--- src/include/video_mode.svh ---
`ifndef VIDEO_MODE_SVH
`define VIDEO_MODE_SVH

// 720x480 progressive timing, counted in pixel clocks and lines

// Horizontal timing
`define H_TOTAL         858
`define H_VISIBLE       720
`define H_OFFSET        16
`define H_SYNC_START    736
`define H_SYNC_WIDTH    62

// Vertical timing
`define V_LINES         525
`define V_LINES_ADD     526 // One extra line per frame in add-line mode
`define V_VISIBLE       480
`define V_OFFSET        0
`define V_SYNC_START    489
`define V_SYNC_WIDTH    6

// Sync polarity, the level that marks an active pulse
`define HSYNC_ON        1'b0
`define VSYNC_ON        1'b0

`endif

--- src/logic/video_pkg.sv ---
package video_pkg;

`include "video_mode.svh"

    typedef logic [23:0] pixel_t; // Red in the top byte, blue in the bottom byte

    typedef logic [11:0] beam_count_t;

    // Line buffer address, read as bank and column when lines are doubled
    typedef union packed {
        struct packed {
            logic [1:0] bank;
            logic [9:0] column;
        } doubled;
        struct packed {
            logic        pad;
            logic [10:0] column;
        } single;
    } buffer_addr_u;

    // --------------------------------------------------
    // Mode timing

    localparam beam_count_t H_TOTAL      = beam_count_t'(`H_TOTAL);
    localparam beam_count_t H_VISIBLE    = beam_count_t'(`H_VISIBLE);
    localparam beam_count_t H_OFFSET     = beam_count_t'(`H_OFFSET);
    localparam beam_count_t H_SYNC_START = beam_count_t'(`H_SYNC_START);
    localparam beam_count_t H_SYNC_WIDTH = beam_count_t'(`H_SYNC_WIDTH);

    localparam beam_count_t V_LINES      = beam_count_t'(`V_LINES);
    localparam beam_count_t V_LINES_ADD  = beam_count_t'(`V_LINES_ADD);
    localparam beam_count_t V_VISIBLE    = beam_count_t'(`V_VISIBLE);
    localparam beam_count_t V_OFFSET     = beam_count_t'(`V_OFFSET);
    localparam beam_count_t V_SYNC_START = beam_count_t'(`V_SYNC_START);
    localparam beam_count_t V_SYNC_WIDTH = beam_count_t'(`V_SYNC_WIDTH);

    localparam logic HSYNC_ON = `HSYNC_ON;
    localparam logic VSYNC_ON = `VSYNC_ON;

endpackage

--- src/logic/beam_if.sv ---
`timescale 1ns/1ns

interface beam_if;
    import video_pkg::*;

    beam_count_t beam_x;
    beam_count_t beam_y;
    logic        fetch_window; // Beam is inside the part of the screen that shows buffer data
    logic        line_doubler; // Registered mode, changes only together with a restart

    modport ctrl (
        output beam_x,
        output beam_y,
        output fetch_window,
        output line_doubler
    );

    modport fetch (
        input beam_x,
        input beam_y,
        input fetch_window,
        input line_doubler
    );

endinterface

--- src/logic/video_out_stage.sv ---
`timescale 1ns/1ns

module video_out_stage (
    input  logic              clock,
    input  logic              reset,
    input  video_pkg::pixel_t read_data,
    input  logic              draw_area_early,
    beam_if.fetch             beam,
    output logic [7:0]        red,
    output logic [7:0]        green,
    output logic [7:0]        blue,
    output logic              draw_area
);
    import video_pkg::*;

    logic   window_q;
    pixel_t pixel_q;

    always_ff @(posedge clock) begin
        if (!reset) begin
            window_q  <= 1'b0;
            pixel_q   <= '0;
            draw_area <= 1'b0;
        end else begin
            window_q  <= beam.fetch_window; // Lines up with the RAM read latency
            pixel_q   <= window_q ? read_data : '0;
            draw_area <= draw_area_early;
        end
    end

    assign red   = pixel_q[23:16];
    assign green = pixel_q[15:8];
    assign blue  = pixel_q[7:0];

endmodule

--- src/flat_wrapper.sv ---
// flat-port wrapper written by rule: the top's interface ports become plain ports
module video_out_stage_flat import video_pkg::*;
  (clock, reset, read_data, draw_area_early, red, green, blue, draw_area, beam_beam_x, beam_beam_y, beam_fetch_window, beam_line_doubler);
  beam_if beam_i ();
  input  logic clock;
  input  logic reset;
  input  video_pkg::pixel_t read_data;
  input  logic draw_area_early;
  output logic [7:0] red;
  output logic [7:0] green;
  output logic [7:0] blue;
  output logic draw_area;
  input wire logic [$bits(beam_i.beam_x)-1:0] beam_beam_x;
  input wire logic [$bits(beam_i.beam_y)-1:0] beam_beam_y;
  input wire logic [$bits(beam_i.fetch_window)-1:0] beam_fetch_window;
  input wire logic [$bits(beam_i.line_doubler)-1:0] beam_line_doubler;
  assign beam_i.beam_x = beam_beam_x;
  assign beam_i.beam_y = beam_beam_y;
  assign beam_i.fetch_window = beam_fetch_window;
  assign beam_i.line_doubler = beam_line_doubler;
  video_out_stage u_core (.clock(clock), .reset(reset), .read_data(read_data), .draw_area_early(draw_area_early), .beam(beam_i), .red(red), .green(green), .blue(blue), .draw_area(draw_area));
endmodule
--- config.mk ---
export PLATFORM = sky130hd
export DESIGN_NAME = video_out_stage_flat
export DESIGN_NICKNAME = d
export VERILOG_FILES = /design/src/logic/video_pkg.sv /design/src/logic/beam_if.sv /design/src/logic/video_out_stage.sv /design/src/flat_wrapper.sv
export VERILOG_INCLUDE_DIRS = /design/src /design/src/include
export SDC_FILE = /design/constraint.sdc
export NUM_CORES = 1
export LEC_CHECK = 0
export BUFFER_PORTS_ARGS = -buffer_cell sky130_fd_sc_hd__buf_2
export CELL_PAD_IN_SITES_DETAIL_PLACEMENT = 0
export CELL_PAD_IN_SITES_GLOBAL_PLACEMENT = 2
export CORE_ASPECT_RATIO = 1.2
export CORE_MARGIN = 1.5
export CORE_UTILIZATION = 16
export DETAILED_ROUTE_END_ITERATION = 6
export PLACE_DENSITY_LB_ADDON = 0.05
export SYNTH_ARGS = -nofsm -noshare
export SYNTH_HDL_FRONTEND = slang
export SYNTH_SLANG_ARGS = --single-unit
--- constraint.sdc ---
create_clock -name clock -period 0.9 [get_ports clock]
set_clock_uncertainty 0.1 [all_clocks]
set_input_delay 0.135 -clock clock [delete_from_list [all_inputs] [get_ports clock]]
set_output_delay 0.135 -clock clock [all_outputs]
set_load 0.02 [all_outputs]
# Yosys cells after proc, flatten, opt, wreduce, memory -nomap -nowiden
# Index checks and enable logic that the tools add are counted.
# totals
regBits	26
out_inout_bits	25
wordCells	4
# op_classes
reduce_logical	1
# ops
op	count
$reduce_and A2 Y1	1

# Depth between registers and ports, before layout
# Gate-level depths: netlist of the first run.
# depth
depth_word	1
ltp_mapped	2
depth_no_buf	1

# Worst setup path after synthesis of the first run
# No wires, ideal clock.
# synth_timing
path_type	flip-flop to flip-flop
from	register u_core.window_q
to	register u_core.pixel_q[10]
t_arrival_ns	0.618
slack_ns	0.067
stages_incl_launch_ff	3
path_buffers	1
cell_sequence	dfxtp_1 > buf_2 > and3_1
# synth_between
elab_chain_len	1
# synth_lines
element	line_no	text
from (decl)	video_out_stage.sv:16	logic window_q;
from (signal assigned)	video_out_stage.sv:25	window_q <= beam.fetch_window;
$reduce_and A2 Y1 (no line)	n/a	
to (signal assigned)	video_out_stage.sv:26	pixel_q <= window_q ? read_data : '0;
to (decl)	video_out_stage.sv:17	pixel_t pixel_q;
# Every way passes these cells.
# A chain may end at the register's enable or synchronous reset.

# Worst setup path in the final report of the first run
# layout_timing
from	register u_core.pixel_q[4]
to	output port blue[4]
# layout_lines
element	line_no	text
to (decl)	flat_wrapper.sv:11	output logic [7:0] blue;
# No word-level cell between the ends.

==> flow_summary.ini, run 1 <==
[run_status]
status = complete, but fails checks
violations = setup timing

[setup_path]
timing.critical_path.to_type = output pin
required_ns = 0.66
r2r_start = u_core.window_q
startpoint_type = flip-flop
worst_reg2reg_path_depth = 2
worst-r2r-setup-slack_ns = 0.03
timing.critical_path.buf_inv = 1
timing.critical_path.arrival_ns = 0.71
reg2reg_to = u_core.pixel_q[21]
slowest_delay_ns = 0.33
worstPathCellList = buf_6
timing.critical_path.slowest_stage_cell = sky130_fd_sc_hd__dfxtp_2
worst-path-stages = 1
critical_path_class = flip-flop to output pin
path_delay_family = flip-flops
critPathMaxFanout = 1

[clock_tree]
cts_htree_levels = 1
cts_tree = built
clkSinkCount = 26
clock-root-buffer = sky130_fd_sc_hd__clkbuf_8
cts.clk_slew.worst_paths_ns = 0.09
cts_max_path_buffers = 2
tritoncts_buffers = 3
clkLatencyLatePin_ns = 0.26
cts_setup_buffers = 0

[routing]
drt_drc = 0
post_drt_via_cell_ratio = 3.600
wl_um = 1870
drtPass1Iterations = 2
dr.first_iter.drc_count = 15
ant_nets = 0
route.detailed.wl_per_inst_um = 9.842
num_vias = 684

[worst_hold_path]
worst_hold_path_type = input pin to flip-flop
worst_hold_path.endpoint = u_core.pixel_q[21]
hold_path_startpoint = read_data[21]
holdPathStages = 2

[floorplan]
die_w_um = 64.06
design.die.area_sq_um = 4885
site_row_count = 26
num_io_pins = 78
die_height_um = 76.27
start_util_pct = 16.79
design.core.area_sq_um = 4262

[timing]
hold_viol = 0
clock_period_minus_worst_slack_ns = 0.9446
report.final.setup_viol = 25
final_critical_path_setup_slack_ns = -0.04456
number_of_pins_exceeding_their_max_slew_limit_in_the_final_report = 0
worst-slew-pin-transition_ns = 0.3821
final_period_util_pct = 105.0
headroom_to_the_max_slew_limit_pct = 74.53
achievable-frequency_mhz = 1059
rsz0062_at_grt = yes

[global_route]
grt_remaining_overflow = 0
grt_start_max_net_pins = 27
gr-usage-all-layers_pct = 8.652
grt_first_pass_wirelength_um = 3332
antenna_found_initial = 0
number_of_global_route_vias_before_repair = 765

[synthesis]
postSynthCellCount = 56
synthesis.area_per_instance_sq_um = 12.78
syn_nets = 109
seq_cells_post_synth = 26
syn-cell-area_sq_um = 715.7
seq_area_frac_synth_pct = 72.73
synthDistinctLibCells = 5
synth.yosys.warnings = 0

[run]
cap_violations = 0

[layout]
most_common_cell_after_layout_fill_and_taps_aside = sky130_fd_sc_hd__buf_2
fin_nets = 189
drive_gt1_share_pct = 61.94
most-common-layout-cells = sky130_fd_sc_hd__buf_2 (27), sky130_fd_sc_hd__dfxtp_2 (26), sky130_fd_sc_hd__dlygate4sd3_1 (25), sky130_fd_sc_hd__buf_6 (25), sky130_fd_sc_hd__and3_1 (24)
post_layout_nonfiller_instances = 190
regArea_sq_um = 553.0
area_growth_pct = 112.6
multiInputGateArea_sq_um = 162.7
fillerInstances = 460
diodes = 0

[placed_design]
dp.cells = 162
place.gp.congestion = 0.6259
pre_cts_slack_ns = 0.02077
io_buffer_count = 52
post-dp-hpwl_um = 1220

[power]
power.leakage_uw = 0.0007683
power_density_nw_per_um2 = 1406
irDropWorstVdd_v = 0.0004700
area by class of cell:
cell class	count	share of cell area, %
clock buffers	3	2.714
multi-input cells	26	10.69
flip-flops and latches	26	36.35
well taps	56	4.605
repair buffers	79	45.64
routing by layer:
metal | GRT usage [%] | up-vias | share of wire [%] | wire [um]
li1 | - | 346 | - | -
met1 | 9.116 | 307 | 41 | 768
met2 | 15.73 | 29 | 51 | 959
met3 | 1.773 | 2 | 6.4 | 119
met4 | 4.565 | 0 | 1.2 | 23
met5 | 0 | - | 0 | 0
synthesized netlist by cell type:
cell type	number	area share, %
sky130_fd_sc_hd__dfxtp_1	26	73
sky130_fd_sc_hd__and3_1	24	21
sky130_fd_sc_hd__and2_1	2	1.7
sky130_fd_sc_hd__buf_6	2	3.1
sky130_fd_sc_hd__buf_2	2	1.4
flip-flops by register name (all words and copies together), names as in the netlist:
name / flops
u_core.draw_area: 1
u_core.window_q: 1
u_core.pixel_q: 24
kinds of logic after synthesis:
group / synth area share, %
flops: 72.73
simple gates: 22.73
buf+inv: 4.545
power breakdown:
part / internal [uW] / switching [uW] / total, uW
Sequential: 1190 / 15.6 / 1200
Clock: 299 / 335 / 634
Combinational: 194 / 106 / 301
Total: 1680 / 457 / 2140
through the flow:
stage | utilization (%) | hold slack [ns] | instance area, sq um | total power (uW) | TNS (ns)
6_report | 35.70 | 0.008717 | 1521 | 2139 | -0.9442
5_1_grt | 35.70 | 0.0008116 | 1521 | 2265 | -1.702
4_1_cts | 35.67 | 0.006992 | 1520 | 2202 | -1.382
3_5_place_dp | 24.43 | 0.2406 | 1041 | 1404 | 0
3_3_place_gp | 24.43 | 0.2378 | 1041 | 1402 | 0
2_1_floorplan | - | 0.1567 | 715.7 | 1304 | 0
timing repair:
action                                  in CTS  in global routing
hold buffers                                25                  0
gates resized for setup                     75                  1
endpoints found under the setup margin      25                 34
endpoints found under the hold margin       25                  0
gates cloned                                 0                  0
worst max path at each step:
stage | from | endpoint
6_report | u_core.pixel_q[4] | blue[4]
3_5_place_dp | u_core.window_q | u_core.pixel_q[21]
5_1_grt | u_core.pixel_q[13] | green[5]
3_3_place_gp | u_core.window_q | u_core.pixel_q[3]
2_1_floorplan | u_core.window_q | u_core.pixel_q[10]
4_1_cts | u_core.pixel_q[16] | red[0]
Note: power is estimated with default switching activity, not from simulation.
==> inputs of run 2 (changes only) <==
- SETUP_SLACK_MARGIN: unset -> 0.02
==> run 2 against run 1 <==
The run still ends with setup timing left; register-to-register slack about the same; die area unchanged; sequential share of layout area decreased by 3.1 points; maximum frequency about the same; global-route usage unchanged; clock power about the same; clock-buffer cell count unchanged; critical path type unchanged; highest routed layer unchanged.
==> flow_summary.ini, run 2 (same netlist as run 1, synthesis figures left out) <==
[power]
power.sequential.fraction_pct = 55.0
combPwrFrac_pct = 15.9
power_density_nw_per_um2 = 1309
switchingPower_uw = 474.4
internal-power_uw = 1715
irDropWorstVdd_v = 0.0005111
power.leakage_uw = 0.0007810
power.share.clock_pct = 29.1
p_sw_share_pct = 21.67

[layout]
area_growth_pct = 133.7
fin_nets = 187
regArea_sq_um = 555.5
largest-register = u_core.pixel_q
fillerInstances = 444
multiInputGateArea_sq_um = 282.8
most-common-layout-cells = sky130_fd_sc_hd__buf_6 (26), sky130_fd_sc_hd__dfxtp_2 (25), sky130_fd_sc_hd__and3_4 (24), sky130_fd_sc_hd__buf_2 (24), sky130_fd_sc_hd__dlygate4sd3_1 (19)
post_layout_nonfiller_instances = 188
drive_gt1_share_pct = 79.55
reg_top3 = u_core.pixel_q x24, u_core.draw_area x1, u_core.window_q x1
largest_reg_flops = 24
most_common_cell_after_layout_fill_and_taps_aside = sky130_fd_sc_hd__buf_6
diodes = 0

[timing]
hold_viol = 0
rsz0062_at_grt = yes
totalNegativeSetupSlack_ns = -0.9650
number_of_pins_exceeding_their_max_slew_limit_in_the_final_report = 0
achievable-frequency_mhz = 1059
headroom_to_the_max_slew_limit_pct = 68.19
worst-slew-pin-transition_ns = 0.4771
final_period_util_pct = 105.0
post_route_worst_hold_slack_ns = 0.03739
report.final.setup_viol = 25
clock_period_minus_worst_slack_ns = 0.9447
final_critical_path_setup_slack_ns = -0.04473

[setup_path]
critPathMaxFanout = 1
worst_reg2reg_path_depth = 2
timing.critical_path.to_type = output pin
reg2reg_to = u_core.pixel_q[7]
timing.critical_path.buf_inv = 1
timing.critical_path.slowest_stage_cell = sky130_fd_sc_hd__dfxtp_2
r2r_start = u_core.window_q
critical_path_class = flip-flop to output pin
required_ns = 0.66
worst-r2r-setup-slack_ns = 0.02
timing.critical_path.arrival_ns = 0.71
worstPathCellList = buf_6
startpoint_type = flip-flop
path_delay_family = flip-flops
slowest_delay_ns = 0.33

[global_route]
grt_first_pass_wirelength_um = 3332
grt_start_max_net_pins = 27
gr-usage-all-layers_pct = 8.652
number_of_global_route_vias_before_repair = 765
grt_remaining_overflow = 0
antenna_found_initial = 0

[routing]
ant_nets = 0
wl_um = 1998
drt_drc = 0
num_vias = 695
post_drt_via_cell_ratio = 3.697
drtPass1Iterations = 2
route.detailed.wl_per_inst_um = 10.63
dr.first_iter.drc_count = 6

[clock_tree]
cts_htree_levels = 1
tritoncts_buffers = 3
cts_tree = built
clkLatencyLatePin_ns = 0.26
clock-root-buffer = sky130_fd_sc_hd__clkbuf_8
cts.clk_slew.worst_paths_ns = 0.09
cts_max_path_buffers = 2
cts_setup_buffers = 0
clkSinkCount = 26

[worst_hold_path]
holdPathStages = 2
worst_hold_path_type = input pin to flip-flop
hold_path_startpoint = read_data[21]
worst_hold_path.endpoint = u_core.pixel_q[21]

[placed_design]
io_buffer_count = 52
place.gp.congestion = 0.6259
post-dp-hpwl_um = 1220
dp.cells = 162

[run_status]
violations = setup timing
status = complete, but fails checks

[floorplan]
site_row_count = 26
die_height_um = 76.27
num_io_pins = 78
start_util_pct = 16.79
design.die.area_sq_um = 4885
design.core.area_sq_um = 4262
die_w_um = 64.06

[run]
cap_violations = 0
run 2: per-stage QoR:
| step | total power [uW] | setup WS, ns | util (%) | area (sq um) |
|---|---|---|---|---|
| floorplan | 1304 | 0.06658 | - | 715.7 |
| finish | 2189 | -0.04473 | 39.25 | 1673 |
| global placement | 1402 | 0.03957 | 24.43 | 1041 |
| global route | 2312 | -0.07132 | 39.25 | 1673 |
| CTS | 2204 | -0.05831 | 35.79 | 1525 |
| detailed placement | 1404 | 0.02077 | 24.43 | 1041 |
run 2: power by group through the flow:
stage	registers, uW	clock network (uW)	logic [uW]
global placement	1220	0	185
CTS	1210	692	307
global route	1210	728	375
detailed placement	1220	0	185
floorplan	1260	0	44.0
finish	1200	637	348
run 2: what timing repair did:
item	4_1_cts	5_1_grt
setup endpoints to repair	30	39
gates cloned	0	1
pin swaps	0	24
hold endpoints to repair	25	0
gates resized for setup	77	31
hold buffers	25	0
run 2: area by class of cell:
| type | count | share of cell area [%] |
|---|---|---|
| multi-input combinational | 26 | 16.90 |
| timing repair buffer | 77 | 43.23 |
| sequential | 26 | 33.21 |
| tap | 56 | 4.188 |
| clock buffer | 3 | 2.468 |
run 2: worst max-delay path by stage:
| stage | from | to | depth (start not counted) |
|---|---|---|---|
| 4_1_cts | u_core.pixel_q[16] | red[0] | 1 |
| 6_report | u_core.pixel_q[4] | blue[4] | 1 |
| 5_1_grt | u_core.pixel_q[20] | red[4] | 1 |
| 3_5_place_dp | u_core.window_q | u_core.pixel_q[21] | 2 |
| 2_1_floorplan | u_core.window_q | u_core.pixel_q[10] | 2 |
| 3_3_place_gp | u_core.window_q | u_core.pixel_q[3] | 2 |
run 2: per-layer routing:
metal / wire length, um / vias up / global-route usage, %
met5: 0 / - / 0
met4: 23 / 0 / 4.565
met3: 118 / 2 / 1.773
met2: 1074 / 29 / 15.73
met1: 782 / 321 / 9.116
li1: - / 343 / -
==> inputs of run 3 (changes only) <==
- CORE_UTILIZATION: 16 -> 18
- clock period: 0.9 -> 1.12 ns (I/O delays scaled with it)
==> run 3 against run 2 <==
The run now ends clean; sequential share of layout area increased by 15 points; cell area decreased by 35%; sequential cell count unchanged; worst setup slack improved by 0.16 ns; utilization decreased by 10 points; register-to-register slack improved by 0.16 ns; hold slack got worse by 0.020 ns; global-route usage decreased by 0.39 points; critical path type unchanged; highest routed layer unchanged.
==> flow_summary.ini, run 3 (same netlist as run 1, synthesis figures left out) <==
[placed_design]
place.gp.congestion = 0.6079
dpl_cell_area_sq_um = 1008
io_buffer_count = 52

[timing]
final_period_util_pct = 90.01
clock_period_minus_worst_slack_ns = 1.008
post_route_worst_hold_slack_ns = 0.01718
headroom_to_the_max_slew_limit_pct = 74.18
number_of_pins_exceeding_their_max_slew_limit_in_the_final_report = 0
report.final.setup_viol = 0
hold_viol = 0
totalNegativeSetupSlack_ns = 0
worst-slew-pin-transition_ns = 0.3872
achievable-frequency_mhz = 992.0
rsz0062_at_grt = no

[setup_path]
reg2reg_to = u_core.pixel_q[1]
worst_reg2reg_path_depth = 1
critPathMaxFanout = 1
critical_path_class = flip-flop to output pin
worst-path-stages = 1
worst-r2r-setup-slack_ns = 0.18
slowest_delay_ns = 0.31
timing.critical_path.to_type = output pin
timing.critical_path.buf_inv = 1
required_ns = 0.85
startpoint_type = flip-flop
worstPathCellList = buf_2
path_delay_family = flip-flops
timing.critical_path.arrival_ns = 0.74
timing.critical_path.slowest_stage_cell = sky130_fd_sc_hd__dfxtp_1
critical_path_origin = u_core.pixel_q[18]
r2r_start = u_core.window_q
setup.worst_path.end = red[2]

[global_route]
antenna_found_initial = 0
grt_first_pass_wirelength_um = 2628
grt_start_max_net_pins = 27
gr-usage-all-layers_pct = 8.265
grt_remaining_overflow = 0
number_of_global_route_vias_before_repair = 557

[clock_tree]
clkSinkCount = 26
cts_tree = built
cts.clk_slew.worst_paths_ns = 0.09
cts_htree_levels = 1
clock-root-buffer = sky130_fd_sc_hd__clkbuf_8
clkLatencyLatePin_ns = 0.26
tritoncts_buffers = 3
cts_max_path_buffers = 2

[layout]
postLayoutCoreUtil_pct = 29.13
most-common-layout-cells = sky130_fd_sc_hd__buf_2 (52), sky130_fd_sc_hd__dfxtp_1 (25), sky130_fd_sc_hd__and3_1 (24)
largest_reg_flops = 24
area_growth_pct = 51.57
drive_gt1_share_pct = 51.82
largest-register = u_core.pixel_q
fin_nets = 164
most_common_cell_after_layout_fill_and_taps_aside = sky130_fd_sc_hd__buf_2
diodes = 0
design_area_sq_um = 1085
reg_top3 = u_core.pixel_q x24, u_core.draw_area x1, u_core.window_q x1

[routing]
drtPass1Iterations = 3
num_vias = 589
post_drt_via_cell_ratio = 3.636
drt_drc = 0
dr.first_iter.drc_count = 15
wl_um = 1659
route.detailed.wl_per_inst_um = 10.24
ant_nets = 0

[power]
irDropWorstVdd_v = 0.0004246
power.leakage_uw = 0.0006350
report.power.total_uw = 1696
power_density_nw_per_um2 = 1563

[floorplan]
site_row_count = 24
die_w_um = 60.56
num_io_pins = 78
die_height_um = 72.08
design.core.area_sq_um = 3724
start_util_pct = 19.22
design.die.area_sq_um = 4365

[run]
cap_violations = 0

[worst_hold_path]
worst_hold_path_type = input pin to flip-flop

[run_status]
status = completed
[run 3: cell types whose count changed in the layout (fill, tap and decap cells not counted), moves of 17 or more]
cell | previous run | this run
sky130_fd_sc_hd__buf_6 | 26 | 0
sky130_fd_sc_hd__dfxtp_1 | 0 | 25
sky130_fd_sc_hd__dfxtp_2 | 25 | 1
sky130_fd_sc_hd__buf_2 | 24 | 52
sky130_fd_sc_hd__and3_4 | 24 | 0
sky130_fd_sc_hd__and3_1 | 0 | 24
sky130_fd_sc_hd__dlygate4sd3_1 | 19 | 2
[run 3: what timing repair did]
action / CTS / global route
gates resized for setup: 1 / 0
setup buffers: 0 / 0
endpoints found under the setup margin: 24 / 0
hold buffers: 2 / 0
endpoints found under the hold margin: 2 / 0
[run 3: how the worst min path moves through the flow]
stage,cells after the start,end,startpoint
2_1_floorplan,1,u_core.window_q,beam_fetch_window
3_3_place_gp,2,u_core.window_q,beam_fetch_window
3_5_place_dp,2,u_core.window_q,beam_fetch_window
4_1_cts,2,u_core.pixel_q[17],read_data[17]
5_1_grt,2,u_core.pixel_q[7],read_data[7]
6_report,2,u_core.pixel_q[12],read_data[12]
[run 3: layer usage]
metal | track usage, % | up-vias | wire (um)
met3 | 3.565 | 2 | 189
met1 | 9.272 | 261 | 659
li1 | - | 295 | -
met2 | 13.02 | 31 | 796
met5 | 0 | - | 0
met4 | 4.348 | 0 | 14
[run 3: where the power goes]
part           internal, uW  switching (uW)  total [uW]
clock                   314             285         599
sequential              951            15.6         966
combinational          66.1            64.9         131
[run 3: final cells by class]
cell class	instances	area [sq um]
well taps	52	65.06
repair buffers	54	280.3
clock buffers	4	55.05
flip-flops and latches	26	521.8
fillers	420	2639
multi-input cells	26	162.7
[run 3: stage by stage]
stage / setup WS [ns] / instances
after floorplan: 0.2866 / 56
after global routing: 0.04480 / 162
after CTS: 0.09411 / 162
after detailed placement: -0.07615 / 156
final: 0.1119 / 162
after global placement: -0.05205 / 156
